**config.mk**
```make
export PLATFORM = sky130hd
export DESIGN_NAME = branch_metric_unit
export DESIGN_NICKNAME = d
export VERILOG_FILES = /design/src/hdl/viterbi_pkg.sv /design/src/hdl/branch_metric_unit.sv
export SDC_FILE = /design/constraint.sdc
export NUM_CORES = 1
export LEC_CHECK = 0
export BUFFER_PORTS_ARGS = -buffer_cell sky130_fd_sc_hd__buf_2
export CAP_MARGIN = 0
export CORE_UTILIZATION = 53
export CTS_CLUSTER_SIZE = 28
export DETAILED_ROUTE_END_ITERATION = 8
export GPL_ROUTABILITY_DRIVEN = 0
export PLACE_DENSITY_LB_ADDON = 0.08
export SETUP_SLACK_MARGIN = 0.02
export SYNTH_ARGS = -nofsm -noshare
export SYNTH_HDL_FRONTEND = slang
export SYNTH_SLANG_ARGS = --single-unit
```
**constraint.sdc**
```tcl
create_clock -name clk -period 2.3 [get_ports clk]
set_clock_uncertainty 0.05 [all_clocks]
set_input_delay 0.345 -clock clk [delete_from_list [all_inputs] [get_ports clk]]
set_output_delay 0.345 -clock clk [all_outputs]
set_load 0.1 [all_outputs]
```
**src/hdl/viterbi_pkg.sv**
```systemverilog
package viterbi_pkg;

  // rate 1/2, K=7 code
  localparam int CONSTRAINT_LEN = 7;
  localparam int NUM_STATES = 2 ** (CONSTRAINT_LEN - 1);

  localparam logic [CONSTRAINT_LEN-1:0] POLY_G0 = 7'o171;
  localparam logic [CONSTRAINT_LEN-1:0] POLY_G1 = 7'o133;

  localparam int METRIC_W = 20;

  // offset binary, 255 is the strongest 1
  typedef logic [7:0] soft_t;
  typedef logic [8:0] branch_metric_t;
  typedef logic [METRIC_W-1:0] metric_t;
  typedef logic [CONSTRAINT_LEN-2:0] state_t;
  typedef logic [NUM_STATES-1:0] decision_vec_t;

  localparam soft_t SOFT_MAX = 8'd255;

  // half of the metric range
  localparam metric_t NORM_THRESHOLD = metric_t'(1) << (METRIC_W - 1);

  // encoder output for a state and input bit, bit 1 from G1 and bit 0 from G0
  function automatic logic [1:0] expected_code(state_t state, logic bit_in);
    logic [CONSTRAINT_LEN-1:0] word;
    word = {bit_in, state};
    return {^(word & POLY_G1), ^(word & POLY_G0)};
  endfunction

endpackage

```
**src/hdl/branch_metric_unit.sv**
```systemverilog
`timescale 1ns/1ps

module branch_metric_unit (
  input  logic                        clk,
  input  logic                        sys_rst,
  input  viterbi_pkg::soft_t          sym_i_i,
  input  viterbi_pkg::soft_t          sym_q_i,
  input  logic                        pair_valid_i,
  output viterbi_pkg::branch_metric_t metric_00_o,
  output viterbi_pkg::branch_metric_t metric_01_o,
  output viterbi_pkg::branch_metric_t metric_10_o,
  output viterbi_pkg::branch_metric_t metric_11_o,
  output logic                        metric_valid_o
);
  import viterbi_pkg::*;

  // distance of each sample to an expected 0 and an expected 1
  soft_t i_one;
  soft_t q_one;

  assign i_one = SOFT_MAX - sym_i_i;
  assign q_one = SOFT_MAX - sym_q_i;

  // metric_xy is for e1 = x, e0 = y; I goes with e0, Q with e1
  always_ff @(posedge clk) begin
    metric_00_o <= branch_metric_t'(sym_i_i) + branch_metric_t'(sym_q_i);
    metric_01_o <= branch_metric_t'(i_one) + branch_metric_t'(sym_q_i);
    metric_10_o <= branch_metric_t'(sym_i_i) + branch_metric_t'(q_one);
    metric_11_o <= branch_metric_t'(i_one) + branch_metric_t'(q_one);
  end

  always_ff @(posedge clk) begin
    if (sys_rst) begin
      metric_valid_o <= 1'b0;
    end else begin
      metric_valid_o <= pair_valid_i;
    end
  end

endmodule

```
==> summary.txt <==
Timing
  – Worst rel slew slack: 62.6%
  – Final setup fails: 0
  – Endpoints failing hold: 0
  – Max Freq: 548 MHz
  – Max-slew violation count: 0
  – Min Tclk post-route: 1.83 ns
  – TNS Setup: 0 ns
  – Slew @ Worst Pin: 0.561 ns
  – RSZ-0062 raised after global routing: false
  – Setup WS post-layout: 0.474 ns
  – Fin crit share: 79.4%

Layout
  – Nets: 350
  – Most common cell after layout, fill and taps aside: buf_2
  – Multi-input combinational cell area: 1340 um^2
  – Synth-to-Final Area Change: 18.5%
  – Fill cell count: 364
  – Register area: 701 um^2
  – Share of cells above drive strength 1: 25.8%
  – Commonest cells after routing, fill and taps aside: 55 x buf_2, 35 x dfxtp_1, 33 x ha_1
  – Antenna diodes: 0
  – Post-Layout Cell Count: 345

Clock network
  – PostCTS Resize Cnt: 0
  – CTS sink cnt: 35
  – Hold Buf Count CTS: 0
  – Root buffer cell: clkbuf_8
  – CTS tree: yes
  – Longest Clk Path Bufs: 2
  – H-tree depth: 2
  – Num CTS Buffers: 5
  – Buffers inserted by post-CTS timing repair: 0
  – Reg clk slew, reported paths: 0.07 ns

Logic synthesis
  – Seq/Total Area, Yosys: 31.3%
  – Asr flop ratio synth: 0%
  – Synth Register Bits: 35
  – Yosys cell types: 44
  – Synthesis Warnings: 0
  – Cell area after synthesis: 2240 um^2
  – Number of synthesized flops with an enable pin: 0
  – Mapped Avg Cell Area: 9.38 um^2
  – Syn Nets: 295
  – Post-Syn Instances: 239
  – Ys flop type: dfxtp_1

Global route
  – Initial antenna violation count: 0
  – Global-route wire length before repair: 7.22 mm
  – GR Util All Layers: 22.2%
  – Number of global-route vias before repair: 1541
  – Total gr overflow: 0
  – Largest net degree at the start of global routing: 19

Route
  – Via count: 1816
  – DRC viols: 0
  – Routed WL: 4.82 mm
  – 1st-pass router iterations: 4
  – WL/cell: 14.0 um
  – Via density: 5.26
  – Iter 0 DRT Violations: 112
  – Antenna-violating nets left: 0

Worst setup path
  – Worst setup EP type: register
  – Worst Path Required: 2.46 ns
  – CP Class: in2reg
  – Crit path launch type: input pin
  – CP arrival: 1.99 ns
  – Critical path fanouts, max: 3

Floorplan
  – Die Span X: 67.0 um
  – Top-level I/O count: 56
  – Die footprint: 4490 um^2
  – Core Rows: 23
  – Core area: 4030 um^2
  – Die Height: 67.0 um
  – Initial Util: 55.6%

Min path
  – WHS Endpoint: metric_valid_o
  – Hold/Removal Path Class: in2reg
  – Hold path cells: 2
  – Min-Delay Startpoint: sys_rst

Run status
  – Status: finished clean

Place
  – Setup WS pre-CTS: 0.191 ns
  – Placed wire-length estimate: 3.79 mm
  – Placed cell count: 337
  – Buffers on Ports: 55

Power and ir drop
  – Combinational Power Share: 51.4%
  – Leakage: 1.30 nW
  – Largest vdd supply drop: 0.000467 V
  – Net switching power: 1.37 mW
  – Internal cell power: 1.32 mW
  – Sw Ratio: 50.9%
  – Clk pwr share: 21.0%
  – Sequential share of power: 27.6%
  – Pwr dens: 1010 nW/um^2

Run
  – Max-cap violations: 0
## power by group through the flow
stage	logic [mW]	clock network, mW	registers (mW)
after floorplan	0.345	0	1.59
after global placement	1.37	0	0.755
after detailed placement	1.38	0	0.758
after CTS	1.38	0.580	0.744
after global routing	1.44	0.603	0.756
final	1.38	0.564	0.743
## critical path: stages
cell and delay, ns:
buf_2 0.12, ha_1 0.23, fa_1 0.41, a21o_2 0.22
a311o_1 0.37, a21oi_2 0.16, xnor2_1 0.14
## through the flow
stage	util (%)	total power [mW]	hold slack, ns	instance area, um^2
global route	65.9	2.80	0.163	2660
CTS	65.9	2.71	0.156	2660
finish	65.9	2.69	0.158	2660
floorplan	-	1.93	0.367	2240
global placement	63.0	2.13	0.456	2540
detailed placement	63.0	2.14	0.458	2540
## area by class of cell
cell class,instances,area share [%]
tap,50,2.36
timing repair buffer,59,11.5
sequential,35,26.4
clock buffer,6,3.11
multi-input combinational,159,50.3
inverter,34,5.00
clock inverter,2,1.32
## cell families after synthesis
logic type	Yosys count	share of synthesized area, %
buffers and inverters	45	9.10
and+or+nand+nor	48	11.3
xor gates and xnor gates	18	7.04
muxes	3	1.34
AOI/OAI and AO/OA	53	18.0
DFF	35	31.3
adders and majority gates	37	22.0
## how the worst max path moves through the flow
stage,from,to
floorplan,sym_i_i[0],metric_00_o[6]
finish,sym_i_i[0],metric_00_o[6]
global route,sym_i_i[2],metric_10_o[7]
detailed placement,sym_i_i[0],metric_00_o[6]
CTS,sym_i_i[0],metric_00_o[6]
global placement,sym_i_i[2],metric_10_o[7]
## layer usage
metal	track usage (%)	part of all wire [%]
met1	30.2	46
met2	34.8	46
met3	4.62	6.9
met4	6.38	1.2
met5	0	0
## sequential cells by signal, summed over array words and instances, names as in the netlist
name,cells
metric_00_o,9
metric_10_o,9
metric_01_o,8
metric_11_o,8
metric_valid_o,1
## cell usage after synthesis, drive strengths merged, types with 2 or more instances
cell type  number  area share, %
nand3           4           0.89
dfxtp          35             31
o211ai          5            1.9
a21o            3            1.1
nor3            9            2.2
nor4            2           0.56
a211oi          2           0.67
mux2i           3            1.3
buf            10            3.0
o21ai           7            1.6
nor2           10            1.7
xnor2          16            6.3
ha             33             18
a221oi          5            3.5
or4             2           0.67
a21oi          17            4.0
o21a            3            1.0
o21bai          3            1.0
a221o           3            1.3
fa              4            3.6
nand4           3           0.84
nand2b          8            2.2
nor2b           2           0.56
xor2            2           0.78
nand2           6            1.0
inv            34            5.9
Power figures use the tool's default switching activity.
