$ cat src/hdl/viterbi_pkg.sv
package viterbi_pkg;

  // rate 1/2, K=7 code
  localparam int CONSTRAINT_LEN = 7;
  localparam int NUM_STATES = 2 ** (CONSTRAINT_LEN - 1);

  localparam logic [CONSTRAINT_LEN-1:0] POLY_G0 = 7'o171;
  localparam logic [CONSTRAINT_LEN-1:0] POLY_G1 = 7'o133;

  localparam int METRIC_W = 20;

  // offset binary, 255 is the strongest 1
  typedef logic [7:0] soft_t;
  typedef logic [8:0] branch_metric_t;
  typedef logic [METRIC_W-1:0] metric_t;
  typedef logic [CONSTRAINT_LEN-2:0] state_t;
  typedef logic [NUM_STATES-1:0] decision_vec_t;

  localparam soft_t SOFT_MAX = 8'd255;

  // half of the metric range
  localparam metric_t NORM_THRESHOLD = metric_t'(1) << (METRIC_W - 1);

  // encoder output for a state and input bit, bit 1 from G1 and bit 0 from G0
  function automatic logic [1:0] expected_code(state_t state, logic bit_in);
    logic [CONSTRAINT_LEN-1:0] word;
    word = {bit_in, state};
    return {^(word & POLY_G1), ^(word & POLY_G0)};
  endfunction

endpackage

$ cat src/hdl/symbol_pair_collector.sv
`timescale 1ns/1ps

module symbol_pair_collector (
  input  logic                clk,
  input  logic                sys_rst,
  input  viterbi_pkg::soft_t  soft_i,
  input  logic                soft_valid_i,
  output logic                soft_ready_o,
  output viterbi_pkg::soft_t  sym_i_o,
  output viterbi_pkg::soft_t  sym_q_o,
  output logic                pair_valid_o
);
  import viterbi_pkg::*;

  // 0 means the next sample is I
  logic  phase_q;
  soft_t i_hold;
  logic  accept;

  assign accept = soft_valid_i & soft_ready_o;

  always_ff @(posedge clk) begin
    if (sys_rst) begin
      soft_ready_o <= 1'b0;
      phase_q <= 1'b0;
      pair_valid_o <= 1'b0;
    end else begin
      soft_ready_o <= 1'b1;
      pair_valid_o <= accept & phase_q;
      if (accept) begin
        phase_q <= ~phase_q;
      end
    end
  end

  always_ff @(posedge clk) begin
    if (accept && !phase_q) begin
      i_hold <= soft_i;
    end
    // pair goes out together on the Q edge
    if (accept && phase_q) begin
      sym_i_o <= i_hold;
      sym_q_o <= soft_i;
    end
  end

endmodule

$ cat config.mk
export PLATFORM = sky130hd
export DESIGN_NAME = symbol_pair_collector
export DESIGN_NICKNAME = d
export VERILOG_FILES = /design/src/hdl/viterbi_pkg.sv /design/src/hdl/symbol_pair_collector.sv
export SDC_FILE = /design/constraint.sdc
export NUM_CORES = 1
export LEC_CHECK = 0
export BUFFER_PORTS_ARGS = -buffer_cell sky130_fd_sc_hd__buf_2
export CORE_MARGIN = 8
export CORE_UTILIZATION = 50
export DETAILED_ROUTE_END_ITERATION = 8
export PLACE_DENSITY_LB_ADDON = 0.12
export SLEW_MARGIN = 20
export SYNTH_ARGS = -nofsm -noshare
export SYNTH_HDL_FRONTEND = slang
export SYNTH_SLANG_ARGS = --single-unit
export TNS_END_PERCENT = 10
$ cat constraint.sdc
create_clock -name clk -period 2.7 [get_ports clk]
set_input_delay 0.54 -clock clk [delete_from_list [all_inputs] [get_ports clk]]
set_output_delay 0.54 -clock clk [all_outputs]
set_load 0.01 [all_outputs]
==> results, run 1 <==
- The run finished with clean final reports.
- The sum of routed wire length over all layers is 1200 um.
- The first global-routing pass estimated 1890 um of wire.
- The number of non-filler instances in the completed layout is 83.
- The number of gates resized after CTS was 0.
- The count of input and output buffers is 28.
- The detailed placer's ending HPWL is 912 um.
- The worst reg2reg path depth is 2.
- The number of nets in the synthesized netlist is 46.
- Yosys instantiated no cell more often than sky130_fd_sc_hd__edfxtp_1.
- Together, buffers and inverters on the worst path number 1.
- Of all flip-flops after synthesis, the portion carrying an async set or reset was 0%.
- The wire length on met3 is 112 um.
- After detailed routing, the number of vias per cell comes to ~5.
- During I/O placement, the number of pins put on the boundary was 29.
- The met2 layer wire length in the routed design is 604 um.
- The number of search-and-repair iterations in the first detailed-routing pass is 3.
- The reported max-cap violation count is 0.
- The worst setup path is launched from a register.
- The final critical path time including I/O delays and setup is 1.38 ns.
- The share of final-layout standard cells stronger than drive strength 1 is 49.3%.
- Walking the worst path, the cells encountered are buf_2.
- The antenna cell count is 0.
- For this design the ratio of total power to cell area is 645 nW/um2.
- The H-tree depth reported by CTS is 1.
- The filler cell count is 114.
- The number of antenna violations at the first check in global routing came to 0.
- In this run the clock root is driven by a sky130_fd_sc_hd__clkbuf_4.
- Summed over all layers, the global routing overflow is 0.
- The number of pins with negative max-slew slack in the final report was 0.
- Counting instances, the worst hold path has a depth of 2.
- The overall die height is 56.8 um.
- The die outline width is 56.8 um.
- The cell area after synthesis is 831 um2.
- The worst slew margin relative to its limit is 58.8%.
- The proportion of synthesized chip area in sequential cells is a little over nine tenths.
- After detailed routing, the number of remaining DRC violations is 0.
- The total via count after detailed routing is 407.
- The origin of the critical flop-to-flop path is soft_ready_o$_DFF_P_.
- The internal power is 537 uW.
- The number of global-route vias before repair is ~450.
- In this run the standard cell core region covers around 1500 um2.
- The source of the worst hold timing path is sys_rst.
- The endpoint with the worst hold slack is soft_ready_o$_DFF_P_.
- The worst register-to-register path ends at i_hold[1]$_DFFE_PP_.
- The top cell type by area accounts for between 80% and 90% of the synthesized area.
- The share of total power dissipated in combinational logic is roughly 4%.
- Broken down by cell family, the worst path's largest delay share belongs to flip-flops.
- The number of synthesized register bits is 27.
- The placed instance count is 79.
- The data arrival time of the critical path is between 0.8 and 0.9 ns.
- The detail route stage leaves a number of antenna-violating nets equal to 0.
- For the pin with the worst max-slew slack, the measured transition is 0.616 ns.
- The total design power is ~660 uW.
- Sorting the synthesized cells by how often they occur yields sky130_fd_sc_hd__edfxtp_1, sky130_fd_sc_hd__dfxtp_1, sky130_fd_sc_hd__nor2_1.
- Relative to the synthesized area, the layout overhead comes to 22.4%.
- The final worst clock skew is between 0.002 and 0.003 ns.
- The number of distinct library cells after synthesis is 9.
- After the first detailed-routing iteration, the DRC count stood at 2.
- The proportion of power drawn by the clock network is 24.1%.
- The path class of the lowest-slack min-delay path is input pin to register.
- At the worst endpoint, the required time is 2.16 ns.
- TritonCTS built the clock tree.
- The clock insertion delay at the later pin of the skew report is about 0.30 ns.
- The kind of critical path is register to output port.
- Global routing consumed, over all layers together, 7.58% of the routing resources.
- Entering global routing, the biggest net connects 18 pins.
- The worst setup timing slack at the placement stage is ~1.1 ns.
- The switching power is 119 uW.
- The placer congestion estimate is 0.629.
- Dividing the synthesized area by the synthesized cell count gives 23.7 um2.
- The CTS clock-pin slew for the worst setup and hold paths is 0.12 ns.
- The net total in the final layout is a little under 80.
- Among all stages on the critical path, the largest delay is contributed by sky130_fd_sc_hd__edfxtp_1.
- Synthesis produced a netlist whose cell count is 35.
- The cell type contributing the most total cell area after synthesis is sky130_fd_sc_hd__edfxtp_1.
- By area the synthesized netlist is led by sky130_fd_sc_hd__edfxtp_1, sky130_fd_sc_hd__dfxtp_1, sky130_fd_sc_hd__mux2_4.
- The worst setup margin is about 1.3 ns.
- The final routed wire length divided by cell count is around 14 um.
- For this design the static power due to leakage is 0.403 nW.
- The highest metal layer with signal wires is met3.
- Clock tree synthesis found a total of 27 sinks.
- Sequential cells account for 71.9% of the total power.
- The timing-limited maximum frequency is 723 MHz.
- The number of buffers created by CTS is 3.
- The register-to-register setup slack is 1.41 ns.
- Measured on the finished design, the core utilization comes to 66.0%.
- On the worst path, the slowest cell contributes a delay of 0.39 ns.
- Among all flip-flop cells after synthesis, the most frequent one is sky130_fd_sc_hd__edfxtp_1.
- The detailed-routing wirelength on met1 is a little under 500 um.
- Across the VDD grid, the largest voltage drop is 0.000426 V.
- Of the available clock period, the critical path in the final layout requires 51.2%.
- Setup repair after global routing left no endpoint under its margin.
- The sort of element at the end of the critical path is an output port.
- In this run switching power makes up 18.1% of total power.
- In the final timing run, aggregate negative setup slack is 0 ns.
- The maximum net fanout on the critical path is 1.
- The floorplan step defined a die boundary enclosing between 3000 and 4000 um2.
- Buffers added to address setup during post-CTS repair amount to 0.
- Counting flops with a built-in enable in the synthesized netlist gives 24.
- The number of buffers inserted for hold repair after clock tree synthesis is 0.
- The number of warning messages in the yosys log is 0.
- The initial utilization of the core area, before any placement, comes to 53.9%.
- Setup violations remaining at the end of the flow were counted as 0.
- The number of buffers between clock root and the deepest sink is 2.
- The floorplan has 14 rows.
- The final hold violation count came to 0.
## sequential cells by signal, summed over array words and instances, names as in the netlist
register / cells
phase_q: 1
i_hold: 8
sym_i_o: 8
pair_valid_o: 1
sym_q_o: 8
soft_ready_o: 1
## cells in the final DEF, fill, tap and decap left out
master / n
sky130_fd_sc_hd__and2_1: 1
sky130_fd_sc_hd__and3_2: 1
sky130_fd_sc_hd__buf_2: 28
sky130_fd_sc_hd__clkbuf_1: 1
sky130_fd_sc_hd__clkbuf_4: 3
sky130_fd_sc_hd__dfxtp_1: 3
sky130_fd_sc_hd__edfxtp_1: 24
sky130_fd_sc_hd__inv_1: 1
sky130_fd_sc_hd__mux2_4: 1
sky130_fd_sc_hd__nand2_1: 1
sky130_fd_sc_hd__nor2_1: 2
sky130_fd_sc_hd__nor2b_1: 1
## cell type report
type	count	area (um2)	share of cell area, %
clock buffer	4	26.3	2.58
inverter	1	3.75	0.369
multi-input combinational	7	46.3	4.55
sequential	27	781	76.8
tap	16	20.0	1.97
timing repair buffer	28	140	13.8
## routing by layer
| metal | vias up | global-route usage [%] |
|---|---|---|
| met4 | 0 | 5.03 |
| met3 | 0 | 3.82 |
| li1 | 197 | - |
| met1 | 193 | 7.04 |
| met5 | - | 0 |
| met2 | 17 | 12.7 |
## stage by stage
| step | instance area [um2] | hold WS (ns) |
|---|---|---|
| after detailed placement | 991 | 0.407 |
| after floorplan | 831 | 0.400 |
| after global placement | 991 | 0.404 |
| final | 1020 | 0.412 |
| after global routing | 1020 | 0.397 |
| after CTS | 1020 | 0.404 |
## worst max path at each step
stage | startpoint | endpoint | slack, ns | cells past startpoint
after floorplan | soft_valid_i | i_hold[0]$_DFFE_PP_ | 1.34 | 2
after global placement | soft_valid_i | i_hold[7]$_DFFE_PP_ | 1.15 | 3
after detailed placement | soft_valid_i | i_hold[7]$_DFFE_PP_ | 1.12 | 3
after CTS | sym_i_o[2]$_DFFE_PP_ | sym_i_o[2] | 1.29 | 1
after global routing | sym_i_o[4]$_DFFE_PP_ | sym_i_o[4] | 1.27 | 1
final | sym_i_o[2]$_DFFE_PP_ | sym_i_o[2] | 1.32 | 1
## cell families after synthesis
logic type,Yosys count,share of synthesized area [%]
buffers and inverters,1,0.451
muxes,1,1.81
DFF,27,94.0
and+or+nand+nor,6,3.77
## power groups by stage
stage | clock (mW) | combinational [mW] | sequential (mW)
floorplan | 0 | 0.00840 | 0.483
global placement | 0 | 0.0264 | 0.480
detailed placement | 0 | 0.0271 | 0.481
CTS | 0.163 | 0.0272 | 0.472
global route | 0.177 | 0.0293 | 0.473
finish | 0.158 | 0.0264 | 0.471
No activity file was read; power rests on OpenSTA's default activity.
==> run 2, diff against run 1 <==
--- a/config.mk
+++ b/config.mk
@@ -5,9 +5,10 @@
 export SDC_FILE = /design/constraint.sdc
 export NUM_CORES = 1
 export LEC_CHECK = 0
+export ABC_AREA = 1
 export BUFFER_PORTS_ARGS = -buffer_cell sky130_fd_sc_hd__buf_2
 export CORE_MARGIN = 8
-export CORE_UTILIZATION = 50
+export CORE_UTILIZATION = 46
 export DETAILED_ROUTE_END_ITERATION = 8
 export PLACE_DENSITY_LB_ADDON = 0.12
 export SLEW_MARGIN = 20
==> constraint.sdc (replaced) <==
create_clock -name clk -period 1.3 [get_ports clk]
set_input_delay 0.26 -clock clk [delete_from_list [all_inputs] [get_ports clk]]
set_output_delay 0.26 -clock clk [all_outputs]
set_load 0.01 [all_outputs]
==> results, run 2 <==
- In this design, the stage delay of the slowest critical-path cell is 0.40 ns.
- Net switching is roughly a fifth of the power.
- The total congestion overflow after global routing is 0.
- The maximum net fanout on the critical path is 4.
- The number of warning messages in the yosys log is 0.
- The data arrival time of the critical path is 0.86 ns.
- The slew of the pin with the lowest slew margin is 0.138 ns.
- The sequential standard cell area is 781 um2.
- The final layout contains routed wiring with a total length of 1160 um.
- The most common cell after layout, fill and taps aside is sky130_fd_sc_hd__buf_2.
- Measured along the y axis, the die boundary spans 58.3 um.
- After detailed routing, the average wire length per cell comes to 12.1 um.
- The xor-xnor portion of the synthesized cell area is 0%.
- The reported max-cap violation count is 0.
- By instance count, the leading cell after synthesis is sky130_fd_sc_hd__edfxtp_1.
- The initial core utilization is between 40% and 50%.
- The portion of total power attributed to sequential cells is 71.0%.
- The largest individual stage delay along the critical path comes from the cell sky130_fd_sc_hd__dfxtp_1.
- The number of enable flip-flop cells after synthesis is 24.
- The simple-gate share of the synthesized area is 3.79%.
- Setup repair after global routing left no endpoint under its margin.
- The share of synthesized area spent on multiplexers is 0%.
- Counting along the longest clock path gives a buffer depth of 2.
- The number of clock buffers added by TritonCTS is 3.
- The static leakage is between 0.4 and 0.5 nW.
- At the later pin of the worst-skew pair, clock insertion delay measures between 0.3 and 0.4 ns.
- Setup total negative slack on the finished layout was measured at 0 ns.
- The detail route stage leaves a number of antenna-violating nets equal to 0.
- The final critical path time including I/O delays and setup is around 1.1 ns.
- The library cell used as clock root buffer is sky130_fd_sc_hd__clkbuf_4.
- By area, the combinational part of the netlist is dominated by simple AND/OR/NAND/NOR gates.
- The number of global-route vias before repair is 421.
- In this run the power spent charging and discharging nets is 259 uW.
- The proportion of power drawn by the clock network is 24.7%.
- The H-tree depth reported by CTS is 1.
- The element type at the critical path start is a register.
- The maximum number of pins on one net before global-route repair is 17.
- Walking the worst path, the cells encountered are buf_2.
- The most common flop cell mapped by yosys is sky130_fd_sc_hd__edfxtp_1.
- The largest registers in the layout are i_hold: 8 flops, sym_i_o: 8 flops, sym_q_o: 8 flops.
- In the finished design, the share of the clock period the worst path needs comes to roughly 86%.
- The number of design-rule violations left by the first detailed-router iteration is 15.
- After floorplanning, the core was divided into 15 placement rows.
- The top cell type's share of synthesized area is 87.4%.
- The count of input and output buffers is 28.
- The final hold violation count was 0.
- The placer congestion estimate is between 0.6 and 0.7.
- The number of distinct library cells after synthesis is 8.
- The die outline width is 58.3 um.
- The worst reg2reg path depth is 3.
- In the layout the commonest cells are sky130_fd_sc_hd__buf_2, sky130_fd_sc_hd__edfxtp_1, sky130_fd_sc_hd__clkbuf_4, sky130_fd_sc_hd__dfxtp_1.
- In the routed design, unresolved DRC markers number 0.
- The number of antenna violations at the first check in global routing is 0.
- The overall routing resource usage is 7.10%.
- Once the clock tree was built, the resizer swapped 0 gates to a different size.
- Summing all non-filler instances in the final layout gives an area of 1060 um2.
- Counting flops and latches in the post-synthesis netlist gives 27.
- The cell area after synthesis is 825 um2.
- The setup violation total in the final timing report is 0.
- The die covers 3400 um2.
- In the synthesized netlist, the cells that appear most often are sky130_fd_sc_hd__edfxtp_1, sky130_fd_sc_hd__dfxtp_1, sky130_fd_sc_hd__inv_1, sky130_fd_sc_hd__nand2_1, sky130_fd_sc_hd__nor2_1.
- The combined area of the multi-input logic cells is 36.3 um2.
- In the post-synthesis netlist, the biggest area contributors are sky130_fd_sc_hd__edfxtp_1, sky130_fd_sc_hd__dfxtp_1, sky130_fd_sc_hd__nand3_2.
- The placed instance area is 1030 um2.
- The run finished with clean final reports.
- The min-delay analysis places its worst path in the category input pin to register.
- The timing-limited maximum frequency is 891 MHz.
- In this run the number of cells on the critical path is 1.
- For this run, asynchronously set or reset flops after synthesis account for 0%.
- The antenna cell count is 0.
- Data on the critical path is required at its endpoint by between 1 and 1.5 ns.
- Counting both buffers and inverters, the worst setup path holds a total of 1.
- The share of total power dissipated in combinational logic is 4.3%.
- Counting instances, the worst hold path has a depth of 2.
- The synthesized netlist devotes 0% of its cell area to adder and majority cells.
- On the final layout, the worst clock skew is 0.00816 ns.
- Of the cells placed in the final design, the portion with a size suffix greater than 1 is between 50% and 60%.
- Synthesis produced a netlist whose cell count is 36.
- The internal power is 1.12 mW.
- The clock net in this run drives a total of 27 sinks.
- The first TritonRoute pass finished after 3 iterations.
- The critical path is of the register to output port type.
- After clock tree synthesis, the flow added hold-fix buffers numbering 0.
- The wire length of the first global-routing pass is around 1800 um.
- The cell type contributing the most total cell area after synthesis is sky130_fd_sc_hd__edfxtp_1.
- The tightest hold path in the finished design has a slack of 0.109 ns.
- The share of the synthesized area in compound gates (AO/OA/AOI/OAI) is less than 1%.
- The number of nets in the synthesized netlist is 47.
- The power per standard cell area is 1300 nW/um2.
- The peak ir drop on the vdd network is 0.000636 V.
- The buffers inserted during post-CTS setup optimization is 0.
- The number of pins with negative max-slew slack in the final report was 0.
- The filler cell count is 136.
- The boundary pin count is 29.
- Summing the sequential cell areas from Yosys gives 94.7% of the chip area.
- The area of the placeable core is 1710 um2.
- The TritonCTS clock tree is yes.
- From synthesis to final layout, the design area changed by 28.2%.
- The final layout contains 83 nets.
- Clock-pin slew was measured on the worst setup and hold paths at 0.12 ns.
- The detailed router placed 405 vias in this run.
- The kind of cell with the highest combined delay on the critical path is flip-flops.
- The synthesized area per cell is 22.9 um2.
- The via-per-instance ratio is ~4.2.
- The worst setup path is captured at an output port.
- Measured against its own limit, the worst slew margin works out to 90.8%.
-- run 2: final timing paths --
kind / startpoint / endpoint / slack [ns]
worst min register to register: i_hold[5]$_DFFE_PP_ / sym_i_o[5]$_DFFE_PP_ / 0.43
worst max-delay path: soft_ready_o$_DFF_P_ / soft_ready_o / 0.18
worst min-delay path: sys_rst / pair_valid_o$_SDFF_PP0_ / 0.11
worst max register to register: soft_ready_o$_DFF_P_ / sym_i_o[3]$_DFFE_PP_ / 0.26
-- run 2: logic make-up after synthesis --
logic type | Yosys count
buffers and inverters | 2
AND/OR/NAND/NOR | 6
flip-flops | 27
AO/OA/AOI/OAI | 1
-- run 2: power by group through the flow --
stage / Sequential (mW) / Combinational (mW) / Clock [mW]
after floorplan: 1.00 / 0.0136 / 0
final: 0.977 / 0.0597 / 0.340
after global routing: 0.980 / 0.0666 / 0.376
after detailed placement: 0.997 / 0.0613 / 0
after global placement: 0.997 / 0.0601 / 0
after CTS: 0.977 / 0.0614 / 0.352
-- run 2: area by class of cell --
cell class / count / share of cell area [%]
inverters: 2 / 0.710
well taps: 25 / 2.96
repair buffers: 31 / 16.6
clock buffers: 4 / 2.49
multi-input cells: 7 / 3.43
flip-flops and latches: 27 / 73.8
-- run 2: metrics by stage --
step	util (%)	std cells	setup slack, ns	power (mW)
after floorplan	-	36	0.0660	1.02
after global placement	60.4	92	0.274	1.06
after detailed placement	60.4	92	0.262	1.06
after CTS	61.9	96	0.159	1.39
after global routing	61.9	96	0.116	1.42
final	61.9	96	0.178	1.38
-- run 2: routing by layer --
layer | part of all wire (%) | wire, um | global-route usage [%] | vias to the layer above
met3 | 8.0 | 93 | 2.61 | 4
met2 | 48 | 555 | 11.2 | 19
li1 | - | - | - | 204
met5 | 0 | 0 | 0 | -
met1 | 42 | 485 | 7.25 | 178
met4 | 2.2 | 25 | 6.29 | 0
==> run 3, diff against run 2 <==
--- a/config.mk
+++ b/config.mk
@@ -7,7 +7,6 @@
 export LEC_CHECK = 0
 export ABC_AREA = 1
 export BUFFER_PORTS_ARGS = -buffer_cell sky130_fd_sc_hd__buf_2
-export CORE_MARGIN = 8
 export CORE_UTILIZATION = 46
 export DETAILED_ROUTE_END_ITERATION = 8
 export PLACE_DENSITY_LB_ADDON = 0.12
==> results, run 3 (synthesis gave the netlist of run 2 again) <==
- The run finished with clean final reports.
- OpenSTA, run right after detailed placement, puts the worst setup slack at 0.261 ns.
- The final worst clock skew is about 0.0024 ns.
- The count of cells in the finished layout, fillers not included, comes to 96.
- The post-cts sizing count is 0.
- After the first detailed-routing iteration, the DRC count stood at 6.
- In this run the horizontal extent of the chip is 44.3 um.
- The signal on the critical path passes through buf_2.
- The register-to-register setup slack is roughly 0.25 ns.
- After routing, the total negative slack on setup checks comes to 0 ns.
- The via-per-instance ratio is 4.26.
- Setup repair after global routing left no endpoint under its margin.
- The number of buffers and inverters on the critical path is 1.
- The die covers 1970 um2.
- The routed layout has between 400 and 500 vias.
- The wire length of the first global-routing pass is 1410 um.
- The core region is 1590 um2.
- The data arrival time of the critical path is around 0.86 ns.
- For the worst flop-to-flop path, the logic depth is 3.
- The maximum net fanout on the critical path is 1.
- The setup violation total in the final timing report is 0.
- Subtracting the final worst setup slack from the clock period gives about 1.1 ns.
- STA puts the critical path data required time at 1.04 ns.
- The kind of critical path is register to output port.
- The CTS clock-pin slew for the worst setup and hold paths is around 0.13 ns.
- Clock tree synthesis inserted a total of 3 buffers.
- In this run the power density over the cells is between 1000 and 1500 nW/um2.
- Once detail routing completed, the nets flagged for antenna violations numbered 0.
- The share of final-layout standard cells stronger than drive strength 1 is 52.8%.
- Including well taps, the total number of placed cells is 92.
- The number of search-and-repair iterations in the first detailed-routing pass is 3.
- STA classifies the critical path startpoint as a register.
- The total design power is 1.36 mW.
- The area added between synthesis and finish is 27.6%.
- The floorplan has 14 rows.
- The cell family contributing the most delay on the critical path is flip-flops.
- The worst pin sits at a relative slew slack of approximately nine tenths.
- The worst path uses 86.4% of the clock period.
- The cell at the slowest stage of the critical path is sky130_fd_sc_hd__edfxtp_1.
- Post-CTS timing repair inserted 0 buffers for setup.
- The endpoint of the worst-slack reg-to-reg timing path is sym_q_o[6]$_DFFE_PP_.
- At the pin with the least slew margin, the transition time is 0.138 ns.
- The number of global-route vias before repair is 362.
- The origin of the critical flop-to-flop path is soft_ready_o$_DFF_P_.
- The placer congestion estimate is about 0.64.
- The static leakage is 0.425 nW.
- The antenna cell count is 0.
- TritonCTS built the clock tree.
- The source of the worst hold timing path is sys_rst.
- The overall routing resource usage is between 10 and 15%.
- The number of antenna violations at the first check in global routing is 0.
- Max-cap violations in this run came to 0.
- Based on the critical path, the design can be clocked at up to 891 MHz.
- The maximum cell stage delay along the critical path is between 0.4 and 0.5 ns.
- Clock tree synthesis found a total of 27 sinks.
- After detailed routing, the total wire length is 939 um.
- In the layout the commonest cells are sky130_fd_sc_hd__buf_2, sky130_fd_sc_hd__edfxtp_1, sky130_fd_sc_hd__buf_4, sky130_fd_sc_hd__clkbuf_4, sky130_fd_sc_hd__dfxtp_1.
- The endpoint with the worst hold slack is pair_valid_o$_SDFF_PP0_.
- The final hold violation count is 0.
- The number of design rule violations left after detail routing is 0.
- Leaving out fill and tap cells, the most frequent cell in the layout is sky130_fd_sc_hd__buf_2.
- The boundary pin count is 29.
- The final routed wire length divided by cell count is 9.78 um.
- The layout has 121 filler cells.
- The largest registers in the layout are i_hold: 8 flops, sym_i_o: 8 flops, sym_q_o: 8 flops.
- The count of input and output buffers is 28.
- The net total in the final layout is 84.
- The die is 44.3 um tall.
- The number of hold buffers added after CTS was 0.
- The maximum number of pins on one net before global-route repair is 16.
- The clock insertion delay at the later pin of the skew report is 0.30 ns.
- The total congestion overflow after global routing is 0.
- The longest clock path from root to sink contains 2 buffers.
- The worst setup margin is 0.177 ns.
- The detailed placer's ending HPWL is 715 um.
- The number of pins with negative max-slew slack in the final report was 0.
- The cell depth of the worst min-delay path is 2.
- Across the VDD grid, the largest voltage drop is slightly below 0.0009 V.
- STA classifies the critical path endpoint as an output port.
- The cell sitting at the root of the clock tree is a sky130_fd_sc_hd__clkbuf_4.
- The initial core utilization is 51.7%.
- The hold slack is roughly 0.11 ns.
- The min-delay analysis places its worst path in the category input pin to register.
- The H-tree depth reported by CTS is 1.
run 3: worst max-delay path by stage:
stage / cells after the start / endpoint / start / slack, ns
after floorplan: 2 / sym_i_o[0]$_DFFE_PP_ / soft_ready_o$_DFF_P_ / 0.07
after global placement: 4 / sym_q_o[6]$_DFFE_PP_ / soft_valid_i / 0.28
after detailed placement: 3 / sym_q_o[6]$_DFFE_PP_ / soft_ready_o$_DFF_P_ / 0.26
after CTS: 1 / sym_q_o[3] / sym_q_o[3]$_DFFE_PP_ / 0.17
after global routing: 1 / soft_ready_o / soft_ready_o$_DFF_P_ / 0.13
final: 1 / sym_q_o[3] / sym_q_o[3]$_DFFE_PP_ / 0.18
run 3: where the power goes:
| part | leakage (nW) | switching [mW] | internal (mW) |
|---|---|---|---|
| Sequential | 0.244 | 0.00716 | 0.970 |
| Combinational | 0.163 | 0.0321 | 0.0268 |
| Clock | 0.0177 | 0.213 | 0.115 |
run 3: through the flow:
| stage | area [um2] | util (%) |
|---|---|---|
| 2_1_floorplan | 825 | - |
| 3_3_place_gp | 1020 | 64.3 |
| 3_5_place_dp | 1020 | 64.3 |
| 4_1_cts | 1050 | 66.0 |
| 5_1_grt | 1050 | 66.0 |
| 6_report | 1050 | 66.0 |
run 3: cell type report:
cell class,count,area [um2],share of cell area [%]
multi-input cells,7,36.3,3.45
clock buffers,3,22.5,2.14
inverters,2,7.51,0.713
flip-flops and latches,27,781,74.2
clock inverters,1,5.00,0.476
well taps,24,30.0,2.85
repair buffers,32,170,16.2
run 3: per-layer routing:
| layer | global-route usage (%) | vias to the layer above | share of wire [%] |
|---|---|---|---|
| met3 | 2.45 | 0 | 5.0 |
| met2 | 17.9 | 18 | 53 |
| met1 | 12.6 | 185 | 42 |
| met5 | 0 | - | 0 |
| met4 | 3.64 | 0 | 0 |
| li1 | - | 206 | - |
run 3: worst register-to-register path: stages (launching register included):
cell and delay [ns]:
sky130_fd_sc_hd__dfxtp_1 0.40, sky130_fd_sc_hd__nand3_2 0.12, sky130_fd_sc_hd__inv_1 0.09, sky130_fd_sc_hd__buf_4 0.17
